===== config.mk =====
export PLATFORM = sky130hd
export DESIGN_NAME = dev_table
export DESIGN_NICKNAME = d
export VERILOG_FILES = /design/src/hw/pi1_sys_pkg.sv /design/src/hw/dev_table.sv
export VERILOG_INCLUDE_DIRS = /design/src /design/src/hw
export SDC_FILE = /design/constraint.sdc
export NUM_CORES = 1
export LEC_CHECK = 0
export BUFFER_PORTS_ARGS = -buffer_cell sky130_fd_sc_hd__buf_2
export CAP_MARGIN = 20
export CORE_MARGIN = 10
export CORE_UTILIZATION = 20
export CTS_CLUSTER_DIAMETER = 120
export CTS_CLUSTER_SIZE = 12
export DETAILED_ROUTE_END_ITERATION = 8
export PLACE_DENSITY = 0.76
export SYNTH_ARGS = -nofsm -noshare
export SYNTH_HDL_FRONTEND = slang
export SYNTH_SLANG_ARGS = --single-unit

===== constraint.sdc =====
create_clock -name clk120mhz -period 0.8 [get_ports clk120mhz]
set_input_delay 0.08 -clock clk120mhz [delete_from_list [all_inputs] [get_ports clk120mhz]]
set_output_delay 0.08 -clock clk120mhz [all_outputs]
set_load 0.005 [all_outputs]

===== src/hw/pi1_sys_defines.svh =====
// bus widths for the PI1 peripheral bus
// slave map sizes and slave ids
// reset countdown width and software reset command bits

`ifndef PI1_SYS_DEFINES_SVH
`define PI1_SYS_DEFINES_SVH

// bus word, byte select and word address widths
`define PI1_DATA_W 32
`define PI1_SEL_W 4
`define PI1_ADDR_W 30

// memory at word 0, device table right after it
`define RAM_MAPSZ 256
`define DEVTBL_MAPSZ 16
`define DEVTBL_CMD_IDX 15

// slave ids as reported by the device table
`define ID_RAM 1
`define ID_DEVTBL 7
`define ID_INVALID 0

// reset countdown
`define RST_CNTR_W 4

// software reset command word
`define RST_CMD_RST0_BIT 0
`define RST_CMD_RST1_BIT 1

`endif


===== src/hw/pi1_sys_pkg.sv =====
// PI1 bus operation encoding
// master request and slave response structs
// device table entry layout
// slave select used by the router

`default_nettype none

`include "pi1_sys_defines.svh"

package pi1_sys_pkg;

	// same encoding as the PI1 op lines
	typedef enum logic [1:0] {
		op_none  = 2'd0,
		op_write = 2'd1,
		op_read  = 2'd2,
		op_swap  = 2'd3
	} pi1_op_e;

	typedef struct packed {
		pi1_op_e                  op;
		logic [`PI1_ADDR_W-1:0]   addr;
		logic [`PI1_DATA_W-1:0]   data;
		logic [`PI1_SEL_W-1:0]    sel;
	} pi1_req_t;

	typedef struct packed {
		logic [`PI1_DATA_W-1:0]   data;
		logic                     rdy;
	} pi1_rsp_t;

	// one device table word, map size counted in words
	typedef struct packed {
		logic        useintr;
		logic [6:0]  id;
		logic [23:0] mapsz;
	} dev_entry_t;

	typedef enum logic [1:0] {
		sel_ram     = 2'd0,
		sel_devtbl  = 2'd1,
		sel_invalid = 2'd2
	} slave_sel_e;

endpackage

`default_nettype wire


===== src/hw/dev_table.sv =====
// device table slave
// words 0 to 2 describe the memory, the table itself and the invalid device
// the command word turns a write into rst0/rst1 pulses for the sequencer

`timescale 1ns/1ps
`default_nettype none

`include "pi1_sys_defines.svh"

module dev_table (
	input  logic                   clk120mhz,
	input  logic                   sys_rst_i,
	input  pi1_sys_pkg::pi1_req_t  req_i,
	output logic [`PI1_DATA_W-1:0] data_o,
	output logic                   rst0_o,
	output logic                   rst1_o
);

	import pi1_sys_pkg::*;

	localparam int IDX_W = $clog2(`DEVTBL_MAPSZ);

	localparam logic [IDX_W-1:0] IDX_RAM     = IDX_W'(0);
	localparam logic [IDX_W-1:0] IDX_DEVTBL  = IDX_W'(1);
	localparam logic [IDX_W-1:0] IDX_INVALID = IDX_W'(2);
	localparam logic [IDX_W-1:0] IDX_CMD     = IDX_W'(`DEVTBL_CMD_IDX);

	logic [IDX_W-1:0]       idx;
	dev_entry_t             entry;
	logic [`PI1_DATA_W-1:0] data_q;
	logic                   rd_en;
	logic                   cmd_wr;
	logic                   rst0_q;
	logic                   rst1_q;

	// table is aligned, the low address bits pick the word
	assign idx   = req_i.addr[IDX_W-1:0];
	assign rd_en = (req_i.op == op_read) || (req_i.op == op_swap);

	assign cmd_wr = ((req_i.op == op_write) || (req_i.op == op_swap)) &&
		(idx == IDX_CMD) && req_i.sel[0];

	// nothing here raises interrupts
	always_comb begin
		entry = '0;
		case (idx)
			IDX_RAM: begin
				entry.id    = 7'(`ID_RAM);
				entry.mapsz = 24'(`RAM_MAPSZ);
			end
			IDX_DEVTBL: begin
				entry.id    = 7'(`ID_DEVTBL);
				entry.mapsz = 24'(`DEVTBL_MAPSZ);
			end
			// invalid device covers whatever is left, no fixed size
			IDX_INVALID: begin
				entry.id    = 7'(`ID_INVALID);
				entry.mapsz = '0;
			end
			default: entry = '0;
		endcase
	end

	always_ff @(posedge clk120mhz) begin
		if (rd_en)
			data_q <= entry;
	end

	// one-cycle command pulses
	always_ff @(posedge clk120mhz) begin
		if (sys_rst_i) begin
			rst0_q <= 1'b0;
			rst1_q <= 1'b0;
		end else begin
			rst0_q <= cmd_wr && req_i.data[`RST_CMD_RST0_BIT];
			rst1_q <= cmd_wr && req_i.data[`RST_CMD_RST1_BIT];
		end
	end

	assign data_o = data_q;
	assign rst0_o = rst0_q;
	assign rst1_o = rst1_q;

endmodule

`default_nettype wire


# --- After elaboration in Yosys (flattened, before gate mapping) ---
# Index checks and enable logic that the tools add are counted.
word_totals:
  ff_bits: 33
  inputBits: 70
op_classes:
  n_mux: 1
  reduce_logical: 7
  eq_ne: 5
ops:
  columns: ["operator", "count"]
  rows:
  - ["27-bit one-hot mux with 2 select lines", 1]
  - ["2-bit == test (second input constant)", 2]
  - ["4-bit by 1-bit == test with 1-bit output (second input constant)", 1]
  - ["4-bit == test (second input constant)", 1]
  - ["1-bit logical AND", 4]
  - ["4-bit zero test", 1]
  - ["2-bit by 1-bit == test with 1-bit output (second input constant)", 1]
  - ["1-bit logical OR", 2]

# --- Depth between registers and ports, before layout ---
logic_depth:
  depth_word: 5
  mapped_depth: 2
  depth_no_buf: 2

# --- Least setup slack after synthesis ---
# Ideal clock, no wire load.
synth_timing:
  path_kind: "flip-flop to output port"
  from: "reg data_q[25] (netlist: data_o[25])"
  to: "out data_o[25]"
  required_time_ns: 0.720
  arrival_ns: 0.549
  setup_slack_ns: 0.171
  path_stages_with_launch: 2
  n_path_buf: 1
  cell_sequence: "edfxtp_1 buf_4"
synth_rtl:
  columns: ["element", "line", "rtl"]
  rows:
  - ["start, declared", "dev_table.sv:30", "logic [`PI1_DATA_W-1:0] data_q;"]
  - ["start signal, assigned", "dev_table.sv:66", "data_q <= entry;"]
  - ["end, declared", "dev_table.sv:14", "output logic [`PI1_DATA_W-1:0] data_o,"]
# No word-level cell between the ends.

# --- Final worst setup path ---
layout_timing:
  from: "reg data_q[25] (netlist: data_o[25])"
  to: "out data_o[25]"
# No word-level cell between the ends.

==> results.yml <==
synthesis:
  netlist_instances: 43
  synth_edf_count: 3
  synth_common_cells: "29 x buf_4, 3 x edfxtp_1, 2 x dfxtp_1, 2 x nor4b_1"
  synth_mux_area_frac: 0
  synth-simple-area-share: 0.113
  synth_flop_cell: "edfxtp_1"
  synth_top_family_by_area: "buffers and inverters"
  yosysMostFrequentCell: "buf_4"
  synth-xor-area-share: 0
  ys_warn_count: 0
  synth_fa_ha_area_frac: 0
  yosys.area.top_type: "buf_4"
  ys_seq_area_frac: 0.325
  syn_area_per_cell_um2: 9.31
  synth_compound_area_frac: 0
  synth_top_area_frac: 0.544
  syn_area_um2: 400
  ys_types: 11
  ys_ff_latch: 5
  async_flop_share: 0
  synth_area_leaders: "buf_4 54%, edfxtp_1 22%, dfxtp_1 10%"
critical_path:
  worst_setup_path_end_kind: "output pin"
  slowest_stage: "edfxtp_1"
  crit_required_ns: 0.72
  cp_cell_sequence: "buf_2"
  cp_num_buf_inv: 1
  cp_max_fo: 3
  critical-path-max-stage-delay_ns: 0.39
  path_delay_family: "flip-flops"
  path_class: "register to output pin"
  crit_arrival_ns: 0.77
  start_kind: "register"
clock_tree:
  htreeDepth: 1
  clk_pin_slew_worst_paths_ns: 0.04
  post_cts_buffers: 0
  clock_path_buffers: 2
  cts-root-buf: "clkbuf_4"
  cts-buffers-inserted: 3
  cts_resized: 0
  ctsHoldBuffers: 0
  cts_tree: "yes"
  cts_sinks: 5
run_status:
  outcome: "finished, violations left"
  violations: "setup timing"
min_path:
  min_path_cells: 2
  holdPathEnd: "rst0_o"
  hp-start: "sys_rst_i"
  worst_hold_path_type: "input port to register"
place:
  io_buffers: 17
  gp_congestion: 0.722
  post-place-ws_ns: 0.0493
  placed_cell_area_um2: 395
  dp.cells: 83
route:
  final_antenna_net_count: 0
  firstDrtPassIters: 2
  routed_wl_um: 844
  wl_per_cell_um: 9.70
  drt-vias-per-instance: 2.85
  drc_errors: 0
  vias: 248
  drtIter0Drc: 2
floorplan:
  die_h_um: 64.7
  die_area_um2: 4190
  core_um2: 1940
  io_pins: 104
  die_w_um: 64.7
  rows: 16
  initial_core_util: 0.206
power_and_ir_drop:
  peakVddDrop_mv: 0.411
  p_leak_nw: 0.226
  powerDensity_nw_per_um2: 1550
  total_power_uw: 655
run:
  cap_violations: 0
sta:
  slew_violations: 0
  hold_violations: 0
  setup_violations: 3
  whs_ns: 0.0320
  worst_slack_ns: -0.0466
  fin_crit_sh: 1.06
  rsz0062_at_grt: "true"
  max_freq_mhz: 1180
  min_period_ns: 0.847
  tns_ns: -0.138
finish:
  area_delta_synth_final_pct: 5.31
  diodes: 0
  final_cells: 87
  stdcell_area_um2: 422
  drive_gt1_frac: 0.333
  final_core_util: 0.217
  nets: 131
grt:
  grt-ovfl-total: 0
  grt_pass1_vias: 304
  grt_first_pass_wirelength_um: 1170
  antenna_found_initial: 0
  grt.total_usage: 0.0358
  grt_max_degree: 4
[kinds of logic (layout without fill, tap and decap cells)]
kind of cell / Yosys count / in the layout
buf+inv: 30 / 21
flops: 5 / 5
other cells: 1 / 27
simple gates: 7 / 7
[layout by cell type (no fill, tap or decap), drive strengths merged]
cell type | Yosys | layout
and2 | 1 | 1
buf | 29 | 17
clkbuf | 1 | 4
conb | 1 | 27
dfxtp | 2 | 2
edfxtp | 3 | 3
nand2 | 1 | 1
nand4 | 1 | 1
nor3 | 1 | 1
nor4 | 1 | 1
nor4b | 2 | 2
[registers in the layout, indices dropped and copies added (netlist names)]
name	flops
data_o	3
rst0_o	1
rst1_o	1
[what timing repair did]
| action | CTS | global route |
|---|---|---|
| pin swaps | 0 | 0 |
| cloned | 0 | 0 |
| endpoints found under the setup margin | 4 | 5 |
[report_power, final]
group	switching [mW]	internal, mW
sequential	0.00326	0.286
clock	0.0864	0.187
combinational	0.0600	0.0325
[worst max-delay path by stage]
stage,startpoint,endpoint,cells past startpoint
global route,data_o[25],data_o[26],1
finish,data_o[25],data_o[25],1
CTS,data_o[25],data_o[25],1
detailed placement,req_i[39],rst1_o,3
floorplan,data_o[25],data_o[25],1
global placement,req_i[37],data_o[25],3
[cell type report]
class | instances | area [µm²]
fill | 227 | 1520
multi-input combinational | 34 | 146
sequential | 5 | 130
timing repair buffer | 17 | 85.1
tap | 27 | 33.8
clock buffer | 4 | 26.3
[layer usage]
| metal | global-route usage | wire, µm | vias up |
|---|---|---|---|
| met5 | 0 | 0 | - |
| met1 | 0.0272 | 267 | 106 |
| met4 | 0.0401 | 22 | 0 |
| met2 | 0.0616 | 466 | 22 |
| met3 | 0.0172 | 87 | 2 |
| li1 | - | - | 118 |
(Power assumes the default switching activity.)
