`config.mk`:
```
export PLATFORM = sky130hd
export DESIGN_NAME = pi1_router
export DESIGN_NICKNAME = d
export VERILOG_FILES = /design/src/hw/pi1_sys_pkg.sv /design/src/hw/pi1_router.sv
export VERILOG_INCLUDE_DIRS = /design/src /design/src/hw
export SDC_FILE = /design/constraint.sdc
export NUM_CORES = 1
export LEC_CHECK = 0
export BUFFER_PORTS_ARGS = -buffer_cell sky130_fd_sc_hd__buf_2
export CAP_MARGIN = 10
export CELL_PAD_IN_SITES_DETAIL_PLACEMENT = 0
export CELL_PAD_IN_SITES_GLOBAL_PLACEMENT = 1
export CORE_AREA = 3 3 117 119
export CTS_CLUSTER_DIAMETER = 40
export DETAILED_ROUTE_END_ITERATION = 10
export DIE_AREA = 0 0 120 122
export PLACE_DENSITY = 0.81
export SETUP_SLACK_MARGIN = 0.1
export SLEW_MARGIN = 20
export SYNTH_ARGS = -nofsm -noshare
export SYNTH_HDL_FRONTEND = slang
export SYNTH_SLANG_ARGS = --single-unit
```
`constraint.sdc`:
```
create_clock -name clk120mhz -period 2.94 [get_ports clk120mhz]
set_input_delay 0.441 -clock clk120mhz [delete_from_list [all_inputs] [get_ports clk120mhz]]
set_output_delay 0.441 -clock clk120mhz [all_outputs]
set_load 0.005 [all_outputs]
```
`src/hw/pi1_sys_defines.svh`:
```
// bus widths for the PI1 peripheral bus
// slave map sizes and slave ids
// reset countdown width and software reset command bits

`ifndef PI1_SYS_DEFINES_SVH
`define PI1_SYS_DEFINES_SVH

// bus word, byte select and word address widths
`define PI1_DATA_W 32
`define PI1_SEL_W 4
`define PI1_ADDR_W 30

// memory at word 0, device table right after it
`define RAM_MAPSZ 256
`define DEVTBL_MAPSZ 16
`define DEVTBL_CMD_IDX 15

// slave ids as reported by the device table
`define ID_RAM 1
`define ID_DEVTBL 7
`define ID_INVALID 0

// reset countdown
`define RST_CNTR_W 4

// software reset command word
`define RST_CMD_RST0_BIT 0
`define RST_CMD_RST1_BIT 1

`endif

```
`src/hw/pi1_sys_pkg.sv`:
```
// PI1 bus operation encoding
// master request and slave response structs
// device table entry layout
// slave select used by the router

`default_nettype none

`include "pi1_sys_defines.svh"

package pi1_sys_pkg;

	// same encoding as the PI1 op lines
	typedef enum logic [1:0] {
		op_none  = 2'd0,
		op_write = 2'd1,
		op_read  = 2'd2,
		op_swap  = 2'd3
	} pi1_op_e;

	typedef struct packed {
		pi1_op_e                  op;
		logic [`PI1_ADDR_W-1:0]   addr;
		logic [`PI1_DATA_W-1:0]   data;
		logic [`PI1_SEL_W-1:0]    sel;
	} pi1_req_t;

	typedef struct packed {
		logic [`PI1_DATA_W-1:0]   data;
		logic                     rdy;
	} pi1_rsp_t;

	// one device table word, map size counted in words
	typedef struct packed {
		logic        useintr;
		logic [6:0]  id;
		logic [23:0] mapsz;
	} dev_entry_t;

	typedef enum logic [1:0] {
		sel_ram     = 2'd0,
		sel_devtbl  = 2'd1,
		sel_invalid = 2'd2
	} slave_sel_e;

endpackage

`default_nettype wire

```
`src/hw/pi1_router.sv`:
```
// PI1 router for a single master
// decodes the word address against the memory and device table windows
// steers the request, returns the data of the slave that took the access
// answers unmapped addresses itself with zero data

`timescale 1ns/1ps
`default_nettype none

`include "pi1_sys_defines.svh"

module pi1_router (
	input  logic                   clk120mhz,
	input  logic                   sys_rst_i,
	input  pi1_sys_pkg::pi1_req_t  m_req_i,
	output pi1_sys_pkg::pi1_rsp_t  m_rsp_o,
	output pi1_sys_pkg::pi1_req_t  ram_req_o,
	input  logic [`PI1_DATA_W-1:0] ram_data_i,
	output pi1_sys_pkg::pi1_req_t  tbl_req_o,
	input  logic [`PI1_DATA_W-1:0] tbl_data_i
);

	import pi1_sys_pkg::*;

	// device table sits right above the memory
	localparam logic [`PI1_ADDR_W-1:0] TBL_BASE = `PI1_ADDR_W'(`RAM_MAPSZ);
	localparam logic [`PI1_ADDR_W-1:0] TBL_END  = `PI1_ADDR_W'(`RAM_MAPSZ + `DEVTBL_MAPSZ);

	slave_sel_e sel_now;
	slave_sel_e sel_q;
	logic       accept;

	always_comb begin
		if (m_req_i.addr < TBL_BASE)
			sel_now = sel_ram;
		else if (m_req_i.addr < TBL_END)
			sel_now = sel_devtbl;
		else
			sel_now = sel_invalid;
	end

	// slaves never stall, so the only hold-off is the system reset
	assign accept = (m_req_i.op != op_none) && !sys_rst_i;

	always_comb begin
		ram_req_o = m_req_i;
		if (!(accept && (sel_now == sel_ram)))
			ram_req_o.op = op_none;
	end

	always_comb begin
		tbl_req_o = m_req_i;
		if (!(accept && (sel_now == sel_devtbl)))
			tbl_req_o.op = op_none;
	end

	// remembers who owns the data coming back next cycle
	always_ff @(posedge clk120mhz) begin
		if (sys_rst_i)
			sel_q <= sel_invalid;
		else if (accept)
			sel_q <= sel_now;
	end

	always_comb begin
		case (sel_q)
			sel_ram:    m_rsp_o.data = ram_data_i;
			sel_devtbl: m_rsp_o.data = tbl_data_i;
			default:    m_rsp_o.data = '0;
		endcase
		m_rsp_o.rdy = !sys_rst_i;
	end

	a_one_slave: assert property (@(posedge clk120mhz)
		!((ram_req_o.op != op_none) && (tbl_req_o.op != op_none)));

endmodule

`default_nettype wire

```
* Word level (Yosys, flattened, before mapping)
Index checks and enable logic that the tools add are counted.
** Word-level totals
- Register bits after elaboration :: 2
- Latch bits :: 0
- RAM bits :: 0
- Memory bits (read-only) :: 0
- Bits of input ports :: 134
- Output and inout port bits :: 169
- Logic and storage cells :: 17
- Memories :: 0
** Cells by class
- Add/sub/neg operators :: 0
- $mul :: 0
- Divide/modulo/power cells :: 0
- Magnitude comparators :: 2
- Equal/unequal tests :: 2
- Shifts and indexed selects :: 0
- Mux-type cells :: 5
- Bitwise logic cells :: 0
- Reduce and logical (&&, ||, !) cells :: 7
** Operators with widths (number)
- $pmux 32 s2 :: 1
- $lt 30x9->1 const B :: 2
- $mux 2 :: 4
- $eq 2x1->1 const B :: 2
- $logic_not 2->1 :: 2
- $logic_and 1x1->1 :: 3
- $reduce_bool 2->1 :: 1
- $logic_not 1->1 :: 1

* Logic depth before layout (Yosys ltp)
- Depth after elaboration :: 6
- Mapped depth :: 4
- Gate-level depth less buffers :: 3

* Worst setup path before layout
OpenSTA, ideal clock, no wires.
- Path type :: input to output
- From :: in m_req_i[48] (netlist name)
- To :: out ram_req_o[66] (netlist name)
- Arrival time :: 1255 ps
- Data required time :: 2499 ps
- Setup slack :: 1244 ps
- Stages :: 3
- Path buffers :: 0
- Path through :: nor4_2 > nand4_2 > nor4b_1
** RTL lines
- start: declaration :: RTL line pi1_router.sv:14 : input pi1_sys_pkg::pi1_req_t m_req_i,
- end: declaration :: RTL line pi1_router.sv:16 : output pi1_sys_pkg::pi1_req_t ram_req_o,

==> results.cfg <==
[die]
num_io_pins = 303
dieWidth_um = 120
full_die_area_sq_um = 14640
die_h_um = 122
fp-row-count = 41
floorplan.initialDensity_pct = 13.35
coreArea_sq_um = 12670

[layout]
filler_cell_count = 1470
drive_gt1_share_pct = 69.53
reg_top3 = sel_q: 2 flops
regMostFlops = sel_q
finish.instance_area_sq_um = 1891
largest_register_ff_count = 2
layout_net_count = 415
layout-area-overhead-vs-synth_pct = 11.76
diodes_inserted = 0

[worst_setup_path]
critPathSlowestCell = sky130_fd_sc_hd__nor4_1
timing.critical_path.cells = buf_2, nor4_1, nand2_1, nor4b_1, buf_2
crit_type = in -> out
worstSetupStartpointType = input port
path_max_fanout = 5
cp_data_required_time_ns = 2.50
cp_common_cell = sky130_fd_sc_hd__buf_2
cp_data_arrival_time_ns = 1.81
worst_path_largest_cell_delay_ns = 0.50
critPathCaptureType = output pin

[yosys]
seq_area_frac_synth_pct = 2.367
synth_register_bits = 2
postSynthAreaPerCell_sq_um = 7.323
synth_cell_type_count = 20
syn_area_sq_um = 1692
postSynthCellCount = 231
synth.net_count = 365
synth-warning-count = 0

[global_routing]
grt_pass1_vias = 1388
grt.busiest_layer = met2
grt_pass1_wl_um = 7210
grt_util_met1_pct = 5.025
grtUsageMet3_pct = 2.507
globalRouteTotalUtil_pct = 6.204
antenna_found_initial = 0
grt_overflow = 0
pin_count_of_the_biggest_net_entering_global_routing = 33
met2_routing_resource_usage_after_global_routing_pct = 12.08

[cts]
cts_setup_buffers = 0
cts.reportedPaths.clkPinSlew_ns = 0.03
cts.root.buffer_cell = sky130_fd_sc_hd__clkbuf_16
cts.sinks = 2
tritoncts = built
cts-buffers-inserted = 3
htree_levels = 1
insertion_delay_ns = 0.22
postCtsResizedCells = 0
clk_path_buf_depth = 2
hold_buffers = 0

[sta]
totalNegativeSetupSlack_ns = 0
skew_ns = 0
timing.slew.headroom_pct = 58.34
post-route-period-util_pct = 76.44
rsz0062_at_grt = no
hold_violations = 0
report.final.setup_viol = 0
max_slew.worst_pin.slew_ns = 0.6191
max_freq_mhz = 445.0
slew_viol_final = 0
layout_min_cycle_time_ns = 2.247

[drt]
drt_first_iter_violations = 13
wire_per_inst_um = 11.87
remaining_antenna_violation_count = 0
average_via_count_per_standard_cell = 3.353
dr_total_vias = 1512
drt_drc_violations_left = 0
drt_pre_antenna_iters = 4
postRouteWirelength_um = 5353

[place]
post_detailed_placement_half_perimeter_wirelength_um = 4729
routabilityCongestion = 0.7231
dpl-instance-area_sq_um = 1815
port_buffers = 182

[run_status]
status = finished, final reports clean

[power]
static-leakage-power_nw = 0.9821
vdd.ir_drop.worst_v = 0.0001241
p_per_area_nw_per_um2 = 195.4

[hold_path]
min_path_type = in -> reg

[flow_run]
cap_viol_max_count = 0
metrics by stage:
stage          power, mW  setup slack, ns  std cells  hold WS, ns  utilization [%]
6_report          0.3694           0.6926        451       0.5802            14.92
5_1_grt           0.3909           0.4064        451       0.6304            14.92
4_1_cts           0.3748           0.5758        451       0.5843            14.92
3_5_place_dp      0.1684           0.5802        448       0.5838            14.33
3_3_place_gp      0.1684           0.5544        448       0.5962            14.33
2_1_floorplan     0.1932            1.244        231       0.6354                -
report_power, final:
| group | switching [mW] | internal (mW) | total (mW) |
|---|---|---|---|
| Clock | 0.0298 | 0.173 | 0.203 |
| Sequential | 0.00000000319 | 0.0274 | 0.0274 |
| Combinational | 0.0597 | 0.0797 | 0.139 |
critical path: cells and delay by family:
kind	cells	cell delay, ns
simple gates	3	1.08
buf+inv	2	0.29
area by class of cell:
class                   instances  area [sq um]  share of cell area (%)
repair buffers                185         933.4                   49.37
multi-input cells              88         621.8                   32.89
well taps                     172         215.2                   11.38
clock buffers                   3         75.07                   3.971
flip-flops and latches          2         41.29                   2.184
inverters                       1         3.754                  0.1985
path summary, 6_finish.rpt:
kind	cells after the start	slack, ns	to	startpoint
max	5	0.69	ram_req_o[66]	m_req_i[60]
min	4	0.58	sel_q[0]$_SDFFE_PP0P_	sys_rst_i
max reg2reg	2	2.13	sel_q[0]$_SDFFE_PP0P_	sel_q[0]$_SDFFE_PP0P_
min reg2reg	3	0.60	sel_q[1]$_SDFFE_PP1P_	sel_q[1]$_SDFFE_PP1P_
layer usage:
metal	part of all wire, %	wire, um
met5	0	0
met4	5.7	303
met3	14	743
met2	50	2698
met1	30	1607
cells in the final DEF (no fill, tap or decap), drive strengths merged, types with 2 or more instances in the layout:
cell type	Yosys	layout
buf	136	185
nor2	35	35
mux2i	32	32
nor4	6	6
nand3	3	3
clkbuf	4	3
nand2	2	2
nor4b	2	2
nor3	2	2
nand4	2	2
dfxtp	2	2
synth_stat cells:
library cell                 n  share of area [%]
sky130_fd_sc_hd__buf_2       4                1.2
sky130_fd_sc_hd__buf_4     132                 59
sky130_fd_sc_hd__clkbuf_1    4               0.89
sky130_fd_sc_hd__dfxtp_1     2                2.4
sky130_fd_sc_hd__inv_1       1               0.22
sky130_fd_sc_hd__mux2i_1    32                 19
sky130_fd_sc_hd__nand2_1     2               0.44
sky130_fd_sc_hd__nand3_1     3               0.89
sky130_fd_sc_hd__nand4_1     1               0.37
sky130_fd_sc_hd__nand4_2     1               0.74
sky130_fd_sc_hd__nor2_1     35                7.8
sky130_fd_sc_hd__nor2b_1     1               0.37
sky130_fd_sc_hd__nor3_1      2               0.59
sky130_fd_sc_hd__nor4_1      2               0.74
sky130_fd_sc_hd__nor4_2      3                2.2
sky130_fd_sc_hd__nor4_4      1                1.3
sky130_fd_sc_hd__nor4b_1     2                1.0
sky130_fd_sc_hd__o21a_1      1               0.44
sky130_fd_sc_hd__o21ai_0     1               0.30
sky130_fd_sc_hd__o41a_1      1               0.67
logic make-up after synthesis:
| group | count (synthesis) | share of synthesized area [%] |
|---|---|---|
| buffers and inverters | 141 | 60.87 |
| DFF | 2 | 2.367 |
| and+or+nand+nor | 53 | 16.42 |
| muxes | 32 | 18.94 |
| AOI/OAI and AO/OA | 3 | 1.405 |
(Power assumes the default switching activity.)
