--- src/hw/pi1_sys_defines.svh ---
// bus widths for the PI1 peripheral bus
// slave map sizes and slave ids
// reset countdown width and software reset command bits

`ifndef PI1_SYS_DEFINES_SVH
`define PI1_SYS_DEFINES_SVH

// bus word, byte select and word address widths
`define PI1_DATA_W 32
`define PI1_SEL_W 4
`define PI1_ADDR_W 30

// memory at word 0, device table right after it
`define RAM_MAPSZ 256
`define DEVTBL_MAPSZ 16
`define DEVTBL_CMD_IDX 15

// slave ids as reported by the device table
`define ID_RAM 1
`define ID_DEVTBL 7
`define ID_INVALID 0

// reset countdown
`define RST_CNTR_W 4

// software reset command word
`define RST_CMD_RST0_BIT 0
`define RST_CMD_RST1_BIT 1

`endif

--- src/hw/reset_seq.sv ---
// reset sequencer
// decodes the software reset command into warm, cold and power-off
// four-bit countdown for the system reset, memory clear window on cold
// power-off latch held until rst_p

`timescale 1ns/1ps
`default_nettype none

`include "pi1_sys_defines.svh"

module reset_seq (
	input  logic clk120mhz,
	input  logic rst_p,
	input  logic rst0_i,
	input  logic rst1_i,
	output logic sys_rst_o,
	output logic ram_clear_o,
	output logic pwroff_o
);

	// long enough for the memory to walk every word once
	localparam int CLR_W = $clog2(`RAM_MAPSZ) + 2;

	logic [`RST_CNTR_W-1:0] rst_cntr_q;
	logic [CLR_W-1:0]       clr_cnt_q;
	logic                   ram_clear_q;
	logic                   pwroff_q;
	logic                   cmd_cold;
	logic                   cmd_warm;
	logic                   cmd_pwroff;

	assign cmd_cold   = rst0_i && rst1_i;
	assign cmd_warm   = !rst0_i && rst1_i;
	assign cmd_pwroff = rst0_i && !rst1_i;

	always_ff @(posedge clk120mhz) begin
		if (rst_p || cmd_warm || cmd_cold)
			rst_cntr_q <= '1;
		else if (|rst_cntr_q)
			rst_cntr_q <= rst_cntr_q - 1'b1;
	end

	// the clear starts one cycle after the pulse, hence the extra count
	always_ff @(posedge clk120mhz) begin
		if (rst_p) begin
			clr_cnt_q   <= '0;
			ram_clear_q <= 1'b0;
		end else begin
			ram_clear_q <= cmd_cold;
			if (cmd_cold)
				clr_cnt_q <= CLR_W'(`RAM_MAPSZ + 1);
			else if (|clr_cnt_q)
				clr_cnt_q <= clr_cnt_q - 1'b1;
		end
	end

	always_ff @(posedge clk120mhz) begin
		if (rst_p)
			pwroff_q <= 1'b0;
		else if (cmd_pwroff)
			pwroff_q <= 1'b1;
	end

	// a command takes the bus down in the same cycle it shows up
	assign sys_rst_o   = (|rst_cntr_q) || (|clr_cnt_q) || pwroff_q || rst0_i || rst1_i;
	assign ram_clear_o = ram_clear_q;
	assign pwroff_o    = pwroff_q;

	a_cntr_reload_only: assert property (@(posedge clk120mhz)
		(rst_cntr_q > $past(rst_cntr_q)) |-> $past(rst_p || cmd_warm || cmd_cold));

	a_pwroff_sticky: assert property (@(posedge clk120mhz)
		$fell(pwroff_q) |-> $past(rst_p));

endmodule

`default_nettype wire

--- config.mk ---
export PLATFORM = sky130hd
export DESIGN_NAME = reset_seq
export DESIGN_NICKNAME = d
export VERILOG_FILES = /design/src/hw/reset_seq.sv
export VERILOG_INCLUDE_DIRS = /design/src /design/src/hw
export SDC_FILE = /design/constraint.sdc
export NUM_CORES = 1
export LEC_CHECK = 0
export ABC_AREA = 1
export BUFFER_PORTS_ARGS = -buffer_cell sky130_fd_sc_hd__clkbuf_2
export CAP_MARGIN = 0
export CORE_MARGIN = 3
export CORE_UTILIZATION = 53
export DETAILED_ROUTE_END_ITERATION = 8
export GPL_TIMING_DRIVEN = 0
export PLACE_DENSITY = 0.83
export SYNTH_ARGS = -nofsm -noshare
export SYNTH_HDL_FRONTEND = slang
export SYNTH_SLANG_ARGS = --single-unit
--- constraint.sdc ---
create_clock -name clk120mhz -period 1.5 [get_ports clk120mhz]
set_input_delay 0.075 -clock clk120mhz [delete_from_list [all_inputs] [get_ports clk120mhz]]
set_output_delay 0.075 -clock clk120mhz [all_outputs]
set_load 0.005 [all_outputs]
=== Yosys cells after proc, flatten, opt, wreduce, memory -nomap -nowiden ===
Index checks and enable logic that the tools add are counted.
Widths: inputs -> output; s select.

* Output and inout port bits: 3
* Register bits after elaboration: 16
* Word-level logic and storage cells: 24
* Bits of input ports: 4

* Reductions and logical operators: 15
* Multiplexer cells: 2
* Add/sub/neg operators: 2

{| class="wikitable"
|+ Operators with widths
! operator !! count
|-
| $mux 9 || 2
|-
| $reduce_or 10->1 || 1
|-
| $sub 10x1->10 const B || 1
|-
| $logic_or 1x1->1 || 6
|-
| $reduce_or 4->1 || 1
|-
| $sub 4x1->4 const B || 1
|-
| $logic_and 1x1->1 || 3
|-
| $logic_not 1->1 || 2
|-
| $reduce_bool 2->1 || 1
|-
| $reduce_or 2->1 || 1
|}

=== Logic depth before layout (Yosys ltp) ===
Gate-level depths: netlist of run 1.

* Word-level depth: 5
* Gate-level depth with buffers: 9
* Mapped depth without buffers: 9

=== Worst setup path before layout of run 1 ===
OpenSTA, ideal clock, no wires.

* Kind: reg-to-reg
* From: reg clr_cnt_q[0]
* To: reg clr_cnt_q[1]
* Data arrival time: 1.142 ns
* Clock period less this slack: 1.260 ns
* Setup slack: 0.240 ns
* Library setup time: 0.117 ns
* Path buffers: 1
* Stages on the path, launching flop included: 9
* Required time: 1.383 ns
* Path through: dfxtp_1 > inv_1 > ha_1 > nand2_1 > nor2_2 > nand3_2 > buf_6 > o21ai_0 > nor2_1

* Longest elaborated chain between the ends: 1
* Elaborated cells between the ends (all ways): 2
* Classes of those cells: add/sub (1); reduce/logical (1)

{| class="wikitable"
|+ RTL lines
! what !! line !! source
|-
| from (decl) || reset_seq.sv:25 || <nowiki>logic [CLR_W-1:0] clr_cnt_q;</nowiki>
|-
| from (signal assigned) || reset_seq.sv:51 || <nowiki>clr_cnt_q <= CLR_W'(`RAM_MAPSZ + 1);</nowiki>
|-
| from (signal assigned) || reset_seq.sv:53 || <nowiki>clr_cnt_q <= clr_cnt_q - 1'b1;</nowiki>
|-
| $sub 10x1->10 / $reduce_or 10->1 (equally long branches) || reset_seq.sv:53, reset_seq.sv:52 ||
|}

Several ways; a longest one is shown, not always the timed one.
A chain may end at the register's enable or synchronous reset.

=== Worst setup path after layout of run 1 ===
* From: reg clr_cnt_q[1]
* To: out sys_rst_o

* Longest elaborated chain between the ends: 5

{| class="wikitable"
|+ RTL lines
! what !! line !! source
|-
| $reduce_or 10->1 || reset_seq.sv:65 || <nowiki>assign sys_rst_o = (|rst_cntr_q) || (|clr_cnt_q) || pwroff_q || rst0_i || rst1_i;</nowiki>
|-
| $logic_or 1x1->1 (4 in a row) || reset_seq.sv:65 ||
|-
| to (decl) || reset_seq.sv:16 || <nowiki>output logic sys_rst_o,</nowiki>
|}

Every way passes these cells.

==> results.md, run 1 <==
Outcome
• outcome: completed

GRT
• largest net degree at the start of global routing: 11
• global route total overflow: 0
• antenna violations before repair: 0
• global-route wire length before repair: 3015 um
• number of global-route vias before repair: 708
• total routing resource utilization after global routing: 19.97%

Timing
• Setup Skew: 0.8326 ps
• transition time at the pin with the least slew margin: 265.9 ps
• final worst path period need: 1407 ps
• setup violation total in the final timing report: 0
• RSZ-0062 raised after global routing: false
• total count of max-transition violations in the final report: 0
• hold violation count in the final report: 0
• Max Freq: 710.6 MHz
• period utilization: 93.82%
• total negative slack for setup checks: 0 ps
• worst slew slack as a fraction of its limit: 82.21%

Yosys
• post-synthesis average cell area: 6.807 um2
• asr flop ratio synth: 0%
• Synth top cells by count: 29 x sky130_fd_sc_hd__nand2_1, 23 x sky130_fd_sc_hd__nor2_1, 16 x sky130_fd_sc_hd__dfxtp_1
• cell types with the largest area share after synthesis: sky130_fd_sc_hd__dfxtp_1 40%, sky130_fd_sc_hd__nand2_1 14%, sky130_fd_sc_hd__nor2_1 11%
• cell type with the largest total area after synthesis: sky130_fd_sc_hd__dfxtp_1
• top flip-flop cell by instance count after synthesis: sky130_fd_sc_hd__dfxtp_1
• number of synthesized register bits: 16
• proportion of netlist area held by the largest area contributor: 39.88%
• total number of yosys warnings: 0
• most frequent cell after synthesis: sky130_fd_sc_hd__nand2_1
• Post-synth EDFFs: 0
• unique cell type count in the Yosys netlist: 18
• proportion of synthesized chip area in sequential cells: 39.88%
• post-synthesis net count: 125
• count of mapped cells out of synthesis: 118
• cell area after synthesis: 803.3 um2

Clock network
• clock input transition at the sequential cells of the worst setup and hold paths: 100 ps
• TritonCTS clock tree: yes
• worst-case clock buffer depth: 2
• clock buffer count from CTS: 3
• clock latency of the later-clocked register in the worst-skew pair: 290 ps
• Clock Root Buffer: sky130_fd_sc_hd__clkbuf_4
• total clock sinks: 16
• H-tree lvl count: 1

Critical path
• ordered list of cells on the worst path: inv_1 > ha_4 > nand3_2 > nor2_4 > nand4_1 > clkbuf_2
• path type of the worst setup path: flop to output pin
• max incr delay on CP: 320 ps
• startpoint of the worst register-to-register path: clr_cnt_q[1]
• CP delay by family, top: flip-flops
• capturing element type of the critical path: output pin
• highest net fanout along the worst path: 4
• required time at the endpoint of the critical path: 1420 ps
• cell with the largest stage delay on the worst path: sky130_fd_sc_hd__dfxtp_1
• worst path bufs/invs: 2
• startpoint type of the worst setup path: flop
• beginning of the critical path: clr_cnt_q[1]
• Worst Path Arrival: 1330 ps

Routing
• routed wire length: 1663 um
• wire length per cell: 11.47 um
• remaining number of nets flagged by the antenna check after routing: 0
• DRC Markers: 0
• vias after detailed routing: 762
• Iter 0 DRT Violations: 19
• vias per cell: 5.255
• length of the first detailed-routing pass in iterations: 4

Pwr
• Switching Share: 44.07%
• clock network fraction of total power: 14.7%
• switching pwr: 0.0008773 W
• Power Density: 2136 nW/um2
• largest voltage drop on the vdd net: 1.142 mV
• static leakage power: 0.4710 nW
• combinational cell fraction of total power: 52.5%
• cell-internal power: 0.001113 W
• Reg power frac: 32.8%

Placement
• half-perimeter wire length of the detailed placement result: 1175 um
• weighted congestion at the end of routability-driven global placement: 0.7695
• # placed instances: 139
• Port Buf Inserts: 6

Layout
• ant diodes: 0
• layout-stage area growth over the synthesis result: 16.04%
• Finished Layout Cells: 145
• # nets final: 138
• share of post-route cells with drive strength above 1: 16.92%
• Filler Cells Inserted: 125

Floorplan
• total die area: 2019 um2
• starting utilization of the core area: 58.79%
• die span in y: 44.93 um
• core area: 1366 um2
• total I/O pin count: 7
• horizontal die dimension: 44.93 um
• count of standard-cell rows: 13

Run
• number of maximum-capacitance constraint violations: 0

Min path
• kind of path behind the tightest hold check: primary input to flop
• worst hold path startpoint: rst1_i

-- stage by stage --
stage                     setup slack [ps]  utilization, %  power (W)  hold WS, ps  instance area (um2)
final                                92.76           68.22   0.001991        50.61                932.1
after global routing                 1.491           68.22   0.002177        89.92                932.1
after CTS                            18.51           66.85   0.001901        44.61                913.4
after detailed placement             88.92           62.36   0.001546        273.2                852.1
after global placement               156.2           62.36   0.001499        269.3                852.1
after floorplan                      240.5               -   0.001368        147.4                803.3
-- tightest hold or removal path, stage by stage --
cell and delay, ps:
sky130_fd_sc_hd__clkbuf_2 100, sky130_fd_sc_hd__nand2_1 80, sky130_fd_sc_hd__nor2_1 50
-- power by group through the flow --
stage / registers, W / clock network, W / logic (W)
after floorplan: 0.000631 / 0 / 0.000737
after global placement: 0.000647 / 0 / 0.000853
after detailed placement: 0.000658 / 0 / 0.000888
after CTS: 0.000647 / 0.000299 / 0.000955
after global routing: 0.000667 / 0.000309 / 0.00120
final: 0.000652 / 0.000293 / 0.00105
-- registers in the layout (all words and copies together), names as in the netlist --
signal,flops
clr_cnt_q,10
rst_cntr_q,4
pwroff_o,1
ram_clear_o,1
-- final timing paths --
path | slack [ps] | depth (start not counted) | end
worst max-delay path | 90 | 6 | sys_rst_o
worst max register to register | 130 | 8 | clr_cnt_q[6]
worst min register to register | 480 | 2 | rst_cntr_q[0]
worst min-delay path | 50 | 3 | ram_clear_o
-- area by class of cell --
cell class                      count  area, um2  share of cell area [%]
Multi-Input combinational cell     85      436.7                   46.85
Inverter                           16      60.06                   6.443
Clock buffer                        4      36.28                   3.893
Timing Repair Buffer                8      47.55                   5.101
Buffer                              1      11.26                   1.208
Tap cell                           15      18.77                   2.013
Sequential cell                    16      321.6                   34.50
-- kinds of logic after synthesis --
family | synth area share, %
and+or+nand+nor | 34.73
buffers and inverters | 8.879
AOI/OAI and AO/OA | 7.477
DFF | 39.88
adders and majority gates | 4.673
xor gates and xnor gates | 4.362
-- repair_timing --
action | in CTS | in global routing
pin swaps | 1 | 0
endpoints found under the hold margin | 2 | 0
gates resized for setup | 2 | 6
hold buffers | 1 | 0
endpoints found under the setup margin | 1 | 8
setup buffers | 1 | 0
-- routing by layer --
| metal | vias to the layer above | GRT usage [%] | share of wire (%) |
|---|---|---|---|
| li1 | 398 | - | - |
| met1 | 339 | 26.85 | 45 |
| met2 | 21 | 32.77 | 49 |
| met3 | 4 | 2.390 | 5.2 |
| met4 | 0 | 7.018 | 1.1 |
| met5 | - | 0 | 0 |
-- cell usage in the layout, fill, tap and decap left out, drive strengths merged --
cell type,instances
nand2,29
nor2,25
dfxtp,16
inv,16
nand3,10
clkbuf,10
a21oi,5
o21ai,4
xor2,3
ha,3
nor3,2
buf,2
nand4,1
a21boi,1
xnor2,1
o211ai,1
dlygate4sd3,1
Note: power is estimated with default switching activity, not from simulation.
==> inputs of run 2 (changes only) <==
--- a/config.mk
+++ b/config.mk
@@ -14,6 +14,7 @@
 export DETAILED_ROUTE_END_ITERATION = 8
 export GPL_TIMING_DRIVEN = 0
 export PLACE_DENSITY = 0.83
+export SKIP_CTS_REPAIR_TIMING = 1
 export SYNTH_ARGS = -nofsm -noshare
 export SYNTH_HDL_FRONTEND = slang
 export SYNTH_SLANG_ARGS = --single-unit
==> constraint.sdc (replaced) <==
create_clock -name clk120mhz -period 1.5 [get_ports clk120mhz]
set_input_delay 0.3 -clock clk120mhz [delete_from_list [all_inputs] [get_ports clk120mhz]]
set_output_delay 0.3 -clock clk120mhz [all_outputs]
set_load 0.005 [all_outputs]
==> run 2 against run 1 <==
Against the previous run: the flow now finishes with violations (negative setup slack); combinational power up 10%; hold slack better by 140 ps; register-to-register slack about the same; fmax down 12%; worst setup slack worse by 200 ps; critical path depth unchanged; final area up 3.5%; non-clock buffer count up 3; wire length up 6.3%; critical path type unchanged; largest power group unchanged.
==> results.md, run 2 (same netlist as run 1, synthesis figures left out) <==
Outcome
• outcome: finished with violations
• violated checks: negative setup slack

Routing
• DRC Markers: 0, unchanged
• Iter 0 DRT Violations: 27, +8
• vias per cell: 5.270, +0.29%
• wire length per cell: 11.94 um, +4.1%
• remaining number of nets flagged by the antenna check after routing: 0, unchanged
• routed wire length: 1767 um, +6.3%
• length of the first detailed-routing pass in iterations: 4, unchanged
• vias after detailed routing: 780, +2.4%

Timing
• total negative slack for setup checks: -104.5 ps, -104.5 ps
• transition time at the pin with the least slew margin: 265.3 ps, -0.5611 ps
• hold violation count in the final report: 0, unchanged
• final worst path period need: 1604 ps, +197.2 ps
• total count of max-transition violations in the final report: 0, unchanged
• RSZ-0062 raised after global routing: true
• Max Freq: 623.3 MHz, -12%
• period utilization: 107.0%, +13 points
• Setup Skew: 6.709 ps, +5.876 ps
• final setup slack of the worst path: -104.5 ps, -197.2 ps
• setup violation total in the final timing report: 1, +1
• worst slew slack as a fraction of its limit: 82.25%, about the same

Layout
• layout-stage area growth over the synthesis result: 20.09%
• # nets final: 141, +2.2%
• leading cell types in the layout, fill and taps excluded: 29 x sky130_fd_sc_hd__nand2_1, 21 x sky130_fd_sc_hd__nor2_1, 13 x sky130_fd_sc_hd__dfxtp_1
• final core utilization: 70.60%, +2.4 points
• Largest Register: clr_cnt_q
• ant diodes: 0, unchanged
• leading cell type in the layout, fill and taps excluded: sky130_fd_sc_hd__nand2_1
• Largest register FFs: 10, unchanged
• share of post-route cells with drive strength above 1: 23.31%, +6.4 points
• largest registers: clr_cnt_q (10), rst_cntr_q (4)
• Filler Cells Inserted: 115, -8.0%
• Finished Layout Cells: 148, +2.1%

Min path
• worst hold path startpoint: rst_p
• kind of path behind the tightest hold check: primary input to flop
• WHS Endpoint: pwroff_o
• WHS Path Cells: 2, -1

Placement
• weighted congestion at the end of routability-driven global placement: 0.7695, unchanged
• placement-stage worst setup slack: -37.84 ps, -126.8 ps
• half-perimeter wire length of the detailed placement result: 1175 um, unchanged
• # placed instances: 139, unchanged
• Port Buf Inserts: 6, unchanged

GRT
• total routing resource utilization after global routing: 19.08%, -0.89 points
• met2 global-route usage: 30.79%, -2.0 points
• busiest metal layer after global routing: met2
• global-route wire length before repair: 2884 um, -4.3%
• largest net degree at the start of global routing: 11, unchanged
• global route total overflow: 0, unchanged
• number of global-route vias before repair: 700, -1.1%
• antenna violations before repair: 0, unchanged
• fraction of met1 tracks used by global routing: 25.93%, -0.92 points
• met3 usage in global routing: 2.390%, unchanged

Critical path
• capturing element type of the critical path: output pin
• startpoint of the worst register-to-register path: clr_cnt_q[0]
• ordered list of cells on the worst path: inv_2 > ha_4 > nand3_4 > nor2_4 > nand4_1 > clkbuf_2
• highest net fanout along the worst path: 4, unchanged
• startpoint type of the worst setup path: flop
• cell with the largest stage delay on the worst path: sky130_fd_sc_hd__dfxtp_2
• reg2reg end: clr_cnt_q[1]
• Worst Path Arrival: 1300 ps, -30 ps
• slack of the worst reg-to-reg path: 120 ps, about the same
• required time at the endpoint of the critical path: 1200 ps, -220 ps
• max incr delay on CP: 340 ps, +20 ps
• Worst Reg2Reg Path Length in Cells: 8, unchanged
• path type of the worst setup path: flop to output pin

Run
• number of maximum-capacitance constraint violations: 0, unchanged

Clock network
• clock input transition at the sequential cells of the worst setup and hold paths: 100 ps, about the same
• worst-case clock buffer depth: 2, unchanged
• clock buffer count from CTS: 3, unchanged
• total clock sinks: 16, unchanged
• Clock Root Buffer: sky130_fd_sc_hd__clkbuf_4
• H-tree lvl count: 1, unchanged
• clock latency of the later-clocked register in the worst-skew pair: 290 ps, about the same
• TritonCTS clock tree: yes

Pwr
• static leakage power: 0.4861 nW, +3.2%
• largest voltage drop on the vdd net: 0.9834 mV, -14%
• Power Density: 2195 nW/um2, +2.8%
• overall power after layout: 0.002118 W, +6.4%

Floorplan
• core area: 1366 um2, unchanged
• starting utilization of the core area: 58.79%, unchanged
• count of standard-cell rows: 13, unchanged
• die span in y: 44.93 um, unchanged
• horizontal die dimension: 44.93 um, unchanged
• total die area: 2019 um2, unchanged
• total I/O pin count: 7, unchanged

run 2: layout make-up:
| type | instances | area, um2 | share of cell area, % |
|---|---|---|---|
| well taps | 15 | 18.77 | 1.946 |
| inverters | 16 | 60.06 | 6.226 |
| plain buffers | 1 | 11.26 | 1.167 |
| flip-flops and latches | 16 | 324.1 | 33.59 |
| repair buffers | 11 | 67.56 | 7.004 |
| clock buffers | 4 | 36.28 | 3.761 |
| multi-input cells | 85 | 446.7 | 46.30 |
run 2: layer usage:
layer | up-vias | part of all wire (%)
li1 | 401 | -
met5 | - | 0
met1 | 359 | 44
met4 | 0 | 1.1
met2 | 16 | 51
met3 | 4 | 4.1
run 2: power by group:
| group | switching [W] | total, W | internal, W |
|---|---|---|---|
| Combinational | 0.000669 | 0.00116 | 0.000495 |
| Sequential | 0.000116 | 0.000665 | 0.000550 |
| Clock | 0.000140 | 0.000288 | 0.000148 |
run 2: stage by stage:
stage	area [um2]	hold WS (ps)
after CTS	888.4	180.6
after global placement	852.1	470.7
after floorplan	803.3	372.4
after global routing	964.7	215.2
after detailed placement	852.1	486.3
final	964.7	185.7
run 2: how the worst max path moves through the flow:
stage	startpoint	end	slack (ps)	cells past startpoint
after CTS	clr_cnt_q[0]	sys_rst_o	-390	6
after detailed placement	clr_cnt_q[0]	sys_rst_o	-40	6
after floorplan	clr_cnt_q[0]	sys_rst_o	210	5
after global routing	clr_cnt_q[0]	sys_rst_o	-170	6
after global placement	clr_cnt_q[0]	sys_rst_o	-30	6
final	clr_cnt_q[0]	sys_rst_o	-100	6
run 2: critical path, delay by kind of cell, from the launching register on:
| family | cells | cell delay, ps |
|---|---|---|
| adders and majority gates | 1 | 160 |
| buffers and inverters | 2 | 210 |
| DFF | 1 | 340 |
| and+or+nand+nor | 3 | 320 |
==> inputs of run 3 (changes only) <==
--- a/config.mk
+++ b/config.mk
@@ -9,11 +9,13 @@
 export ABC_AREA = 1
 export BUFFER_PORTS_ARGS = -buffer_cell sky130_fd_sc_hd__clkbuf_2
 export CAP_MARGIN = 0
+export CELL_PAD_IN_SITES_DETAIL_PLACEMENT = 0
+export CELL_PAD_IN_SITES_GLOBAL_PLACEMENT = 1
 export CORE_MARGIN = 3
-export CORE_UTILIZATION = 53
+export CORE_UTILIZATION = 40
 export DETAILED_ROUTE_END_ITERATION = 8
 export GPL_TIMING_DRIVEN = 0
-export PLACE_DENSITY = 0.83
+export PLACE_DENSITY = 0.86
 export SKIP_CTS_REPAIR_TIMING = 1
 export SYNTH_ARGS = -nofsm -noshare
 export SYNTH_HDL_FRONTEND = slang
==> run 3 against run 2 <==
Against the previous run: the run still ends with negative setup slack left; die area rose by 28%; non-clock buffer count down 2; final area shrank 0.39%; largest cell class unchanged; clock skew rose by 2.5 ps.
==> results.md, run 3 (same netlist as run 1, synthesis figures left out) <==
GRT
• global-route wire length before repair: 2718 um, -5.8%
• total routing resource utilization after global routing: 13.95%, -5.1 points
• largest net degree at the start of global routing: 11, unchanged
• antenna violations before repair: 0, unchanged
• number of global-route vias before repair: 674, -3.7%
• global route total overflow: 0, unchanged

Timing
• setup violation total in the final timing report: 1, unchanged
• final worst path period need: 1602 ps, -2.136 ps
• hold violation count in the final report: 0, unchanged
• worst slew slack as a fraction of its limit: 82.56%, +0.31 points
• period utilization: 106.8%, -0.14 points
• total negative slack for setup checks: -102.3 ps, +2.136 ps
• final setup slack of the worst path: -102.3 ps, +2.136 ps
• transition time at the pin with the least slew margin: 259.6 ps, -5.705 ps
• Setup Skew: 9.205 ps, +2.496 ps
• RSZ-0062 raised after global routing: true
• total count of max-transition violations in the final report: 0, unchanged
• Max Freq: 624.1 MHz, +0.13%

Layout
• Filler Cells Inserted: 193, +68%
• leading cell type in the layout, fill and taps excluded: sky130_fd_sc_hd__nand2_1
• ant diodes: 0, unchanged
• Largest Register: clr_cnt_q
• leading cell types in the layout, fill and taps excluded: 29 x sky130_fd_sc_hd__nand2_1, 21 x sky130_fd_sc_hd__nor2_1, 14 x sky130_fd_sc_hd__dfxtp_1
• Largest register FFs: 10, unchanged
• layout-stage area growth over the synthesis result: 19.63%
• Finished Layout Cells: 156, +5.4%
• share of post-route cells with drive strength above 1: 21.37%, -1.9 points
• largest registers: clr_cnt_q (10), rst_cntr_q (4)
• footprint of the multi-input gates: 446.7 um2, unchanged
• final design area excluding fillers: 960.9 um2, -0.39%
• area taken by flip-flops and latches: 322.8 um2, -0.39%
• # nets final: 139, -1.4%

Floorplan
• starting utilization of the core area: 44.58%, -14 points
• core area: 1802 um2, +32%
• die span in y: 50.81 um, +13%
• total I/O pin count: 7, unchanged
• total die area: 2582 um2, +28%
• horizontal die dimension: 50.81 um, +13%
• count of standard-cell rows: 15, +2

Pwr
• Power Density: 2083 nW/um2, -5.1%
• largest voltage drop on the vdd net: 1.161 mV, +18%
• static leakage power: 0.4760 nW, -2.1%

Min path
• kind of path behind the tightest hold check: primary input to flop

Routing
• met3 wire length: 51 um, -30%
• wl on met1: 842 um, +9.5%
• wire length per cell: 9.891 um, -17%
• DRC Markers: 0, unchanged
• vias per cell: 4.699, -11%
• remaining number of nets flagged by the antenna check after routing: 0, unchanged
• vias after detailed routing: 733, -6.0%
• uppermost metal layer occupied by signal nets: met4
• length of the first detailed-routing pass in iterations: 4, unchanged
• routed wire length: 1543 um, -13%
• Iter 0 DRT Violations: 21, -22%
• met2 layer wire length in the routed design: 642 um, -29%

Clock network
• TritonCTS clock tree: yes
• clock buffer count from CTS: 3, unchanged
• clock input transition at the sequential cells of the worst setup and hold paths: 100 ps, about the same
• worst-case clock buffer depth: 2, unchanged
• total clock sinks: 16, unchanged
• Clock Root Buffer: sky130_fd_sc_hd__clkbuf_4
• clock latency of the later-clocked register in the worst-skew pair: 290 ps, about the same
• H-tree lvl count: 1, unchanged

Critical path
• highest net fanout along the worst path: 4, unchanged
• ordered list of cells on the worst path: inv_2 > ha_4 > nand3_4 > nor2_4 > nand4_1 > clkbuf_2
• worst path bufs/invs: 2, unchanged
• capturing element type of the critical path: output pin
• CP delay by family, top: flip-flops
• cell with the largest stage delay on the worst path: sky130_fd_sc_hd__dfxtp_2
• Worst Path Arrival: 1300 ps, about the same
• startpoint type of the worst setup path: flop
• path type of the worst setup path: flop to output pin
• required time at the endpoint of the critical path: 1200 ps, about the same
• max incr delay on CP: 340 ps, about the same

Outcome
• violated checks: negative setup slack
• outcome: finished with violations

Placement
• weighted congestion at the end of routability-driven global placement: 0.7980, +3.7%
• placed inst area: 864.6 um2, +1.5%
• half-perimeter wire length of the detailed placement result: 1143 um, -2.7%
• # placed instances: 149, +7.2%
• Port Buf Inserts: 6, unchanged

Run
• number of maximum-capacitance constraint violations: 0, unchanged

-- run 3: through the flow --
step | setup slack, ps | hold slack [ps] | power, W | util, %
6_report | -102.3 | 179.9 | 0.002001 | 53.33
5_1_grt | -196.2 | 196.2 | 0.002201 | 53.33
4_1_cts | -390.6 | 175.2 | 0.001828 | 50.00
3_5_place_dp | -55.37 | 482.0 | 0.001538 | 47.99
3_3_place_gp | -57.86 | 471.7 | 0.001522 | 47.99
2_1_floorplan | 209.2 | 372.4 | 0.001368 | -
-- run 3: layer usage --
metal | vias up | GRT usage [%]
li1 | 396 | -
met1 | 322 | 19.38
met2 | 13 | 20.65
met3 | 2 | 3.499
met4 | 0 | 5.381
met5 | - | 0
-- run 3: area by class of cell --
class                      instances  share of cell area, %
sequential                        16                  33.59
tap                               25                  3.255
buffer                             1                  1.172
inverter                          16                  6.250
timing repair buffer               9                  5.469
clock buffer                       4                  3.776
multi-input combinational         85                  46.48
-- run 3: path summary, 6_finish.rpt --
| kind | from | endpoint | slack, ps | cells past startpoint |
|---|---|---|---|---|
| min | rst_p | pwroff_o | 180 | 2 |
| min reg2reg | rst_cntr_q[0] | rst_cntr_q[0] | 480 | 2 |
| max reg2reg | clr_cnt_q[0] | clr_cnt_q[1] | 170 | 8 |
| max | clr_cnt_q[0] | sys_rst_o | -100 | 6 |
-- run 3: report_power, final --
part	switching, W	internal, W	leakage [nW]
clock	0.000142	0.000148	0.0210
combinational	0.000611	0.000448	0.323
sequential	0.000104	0.000548	0.132
total	0.000858	0.00114	0.476
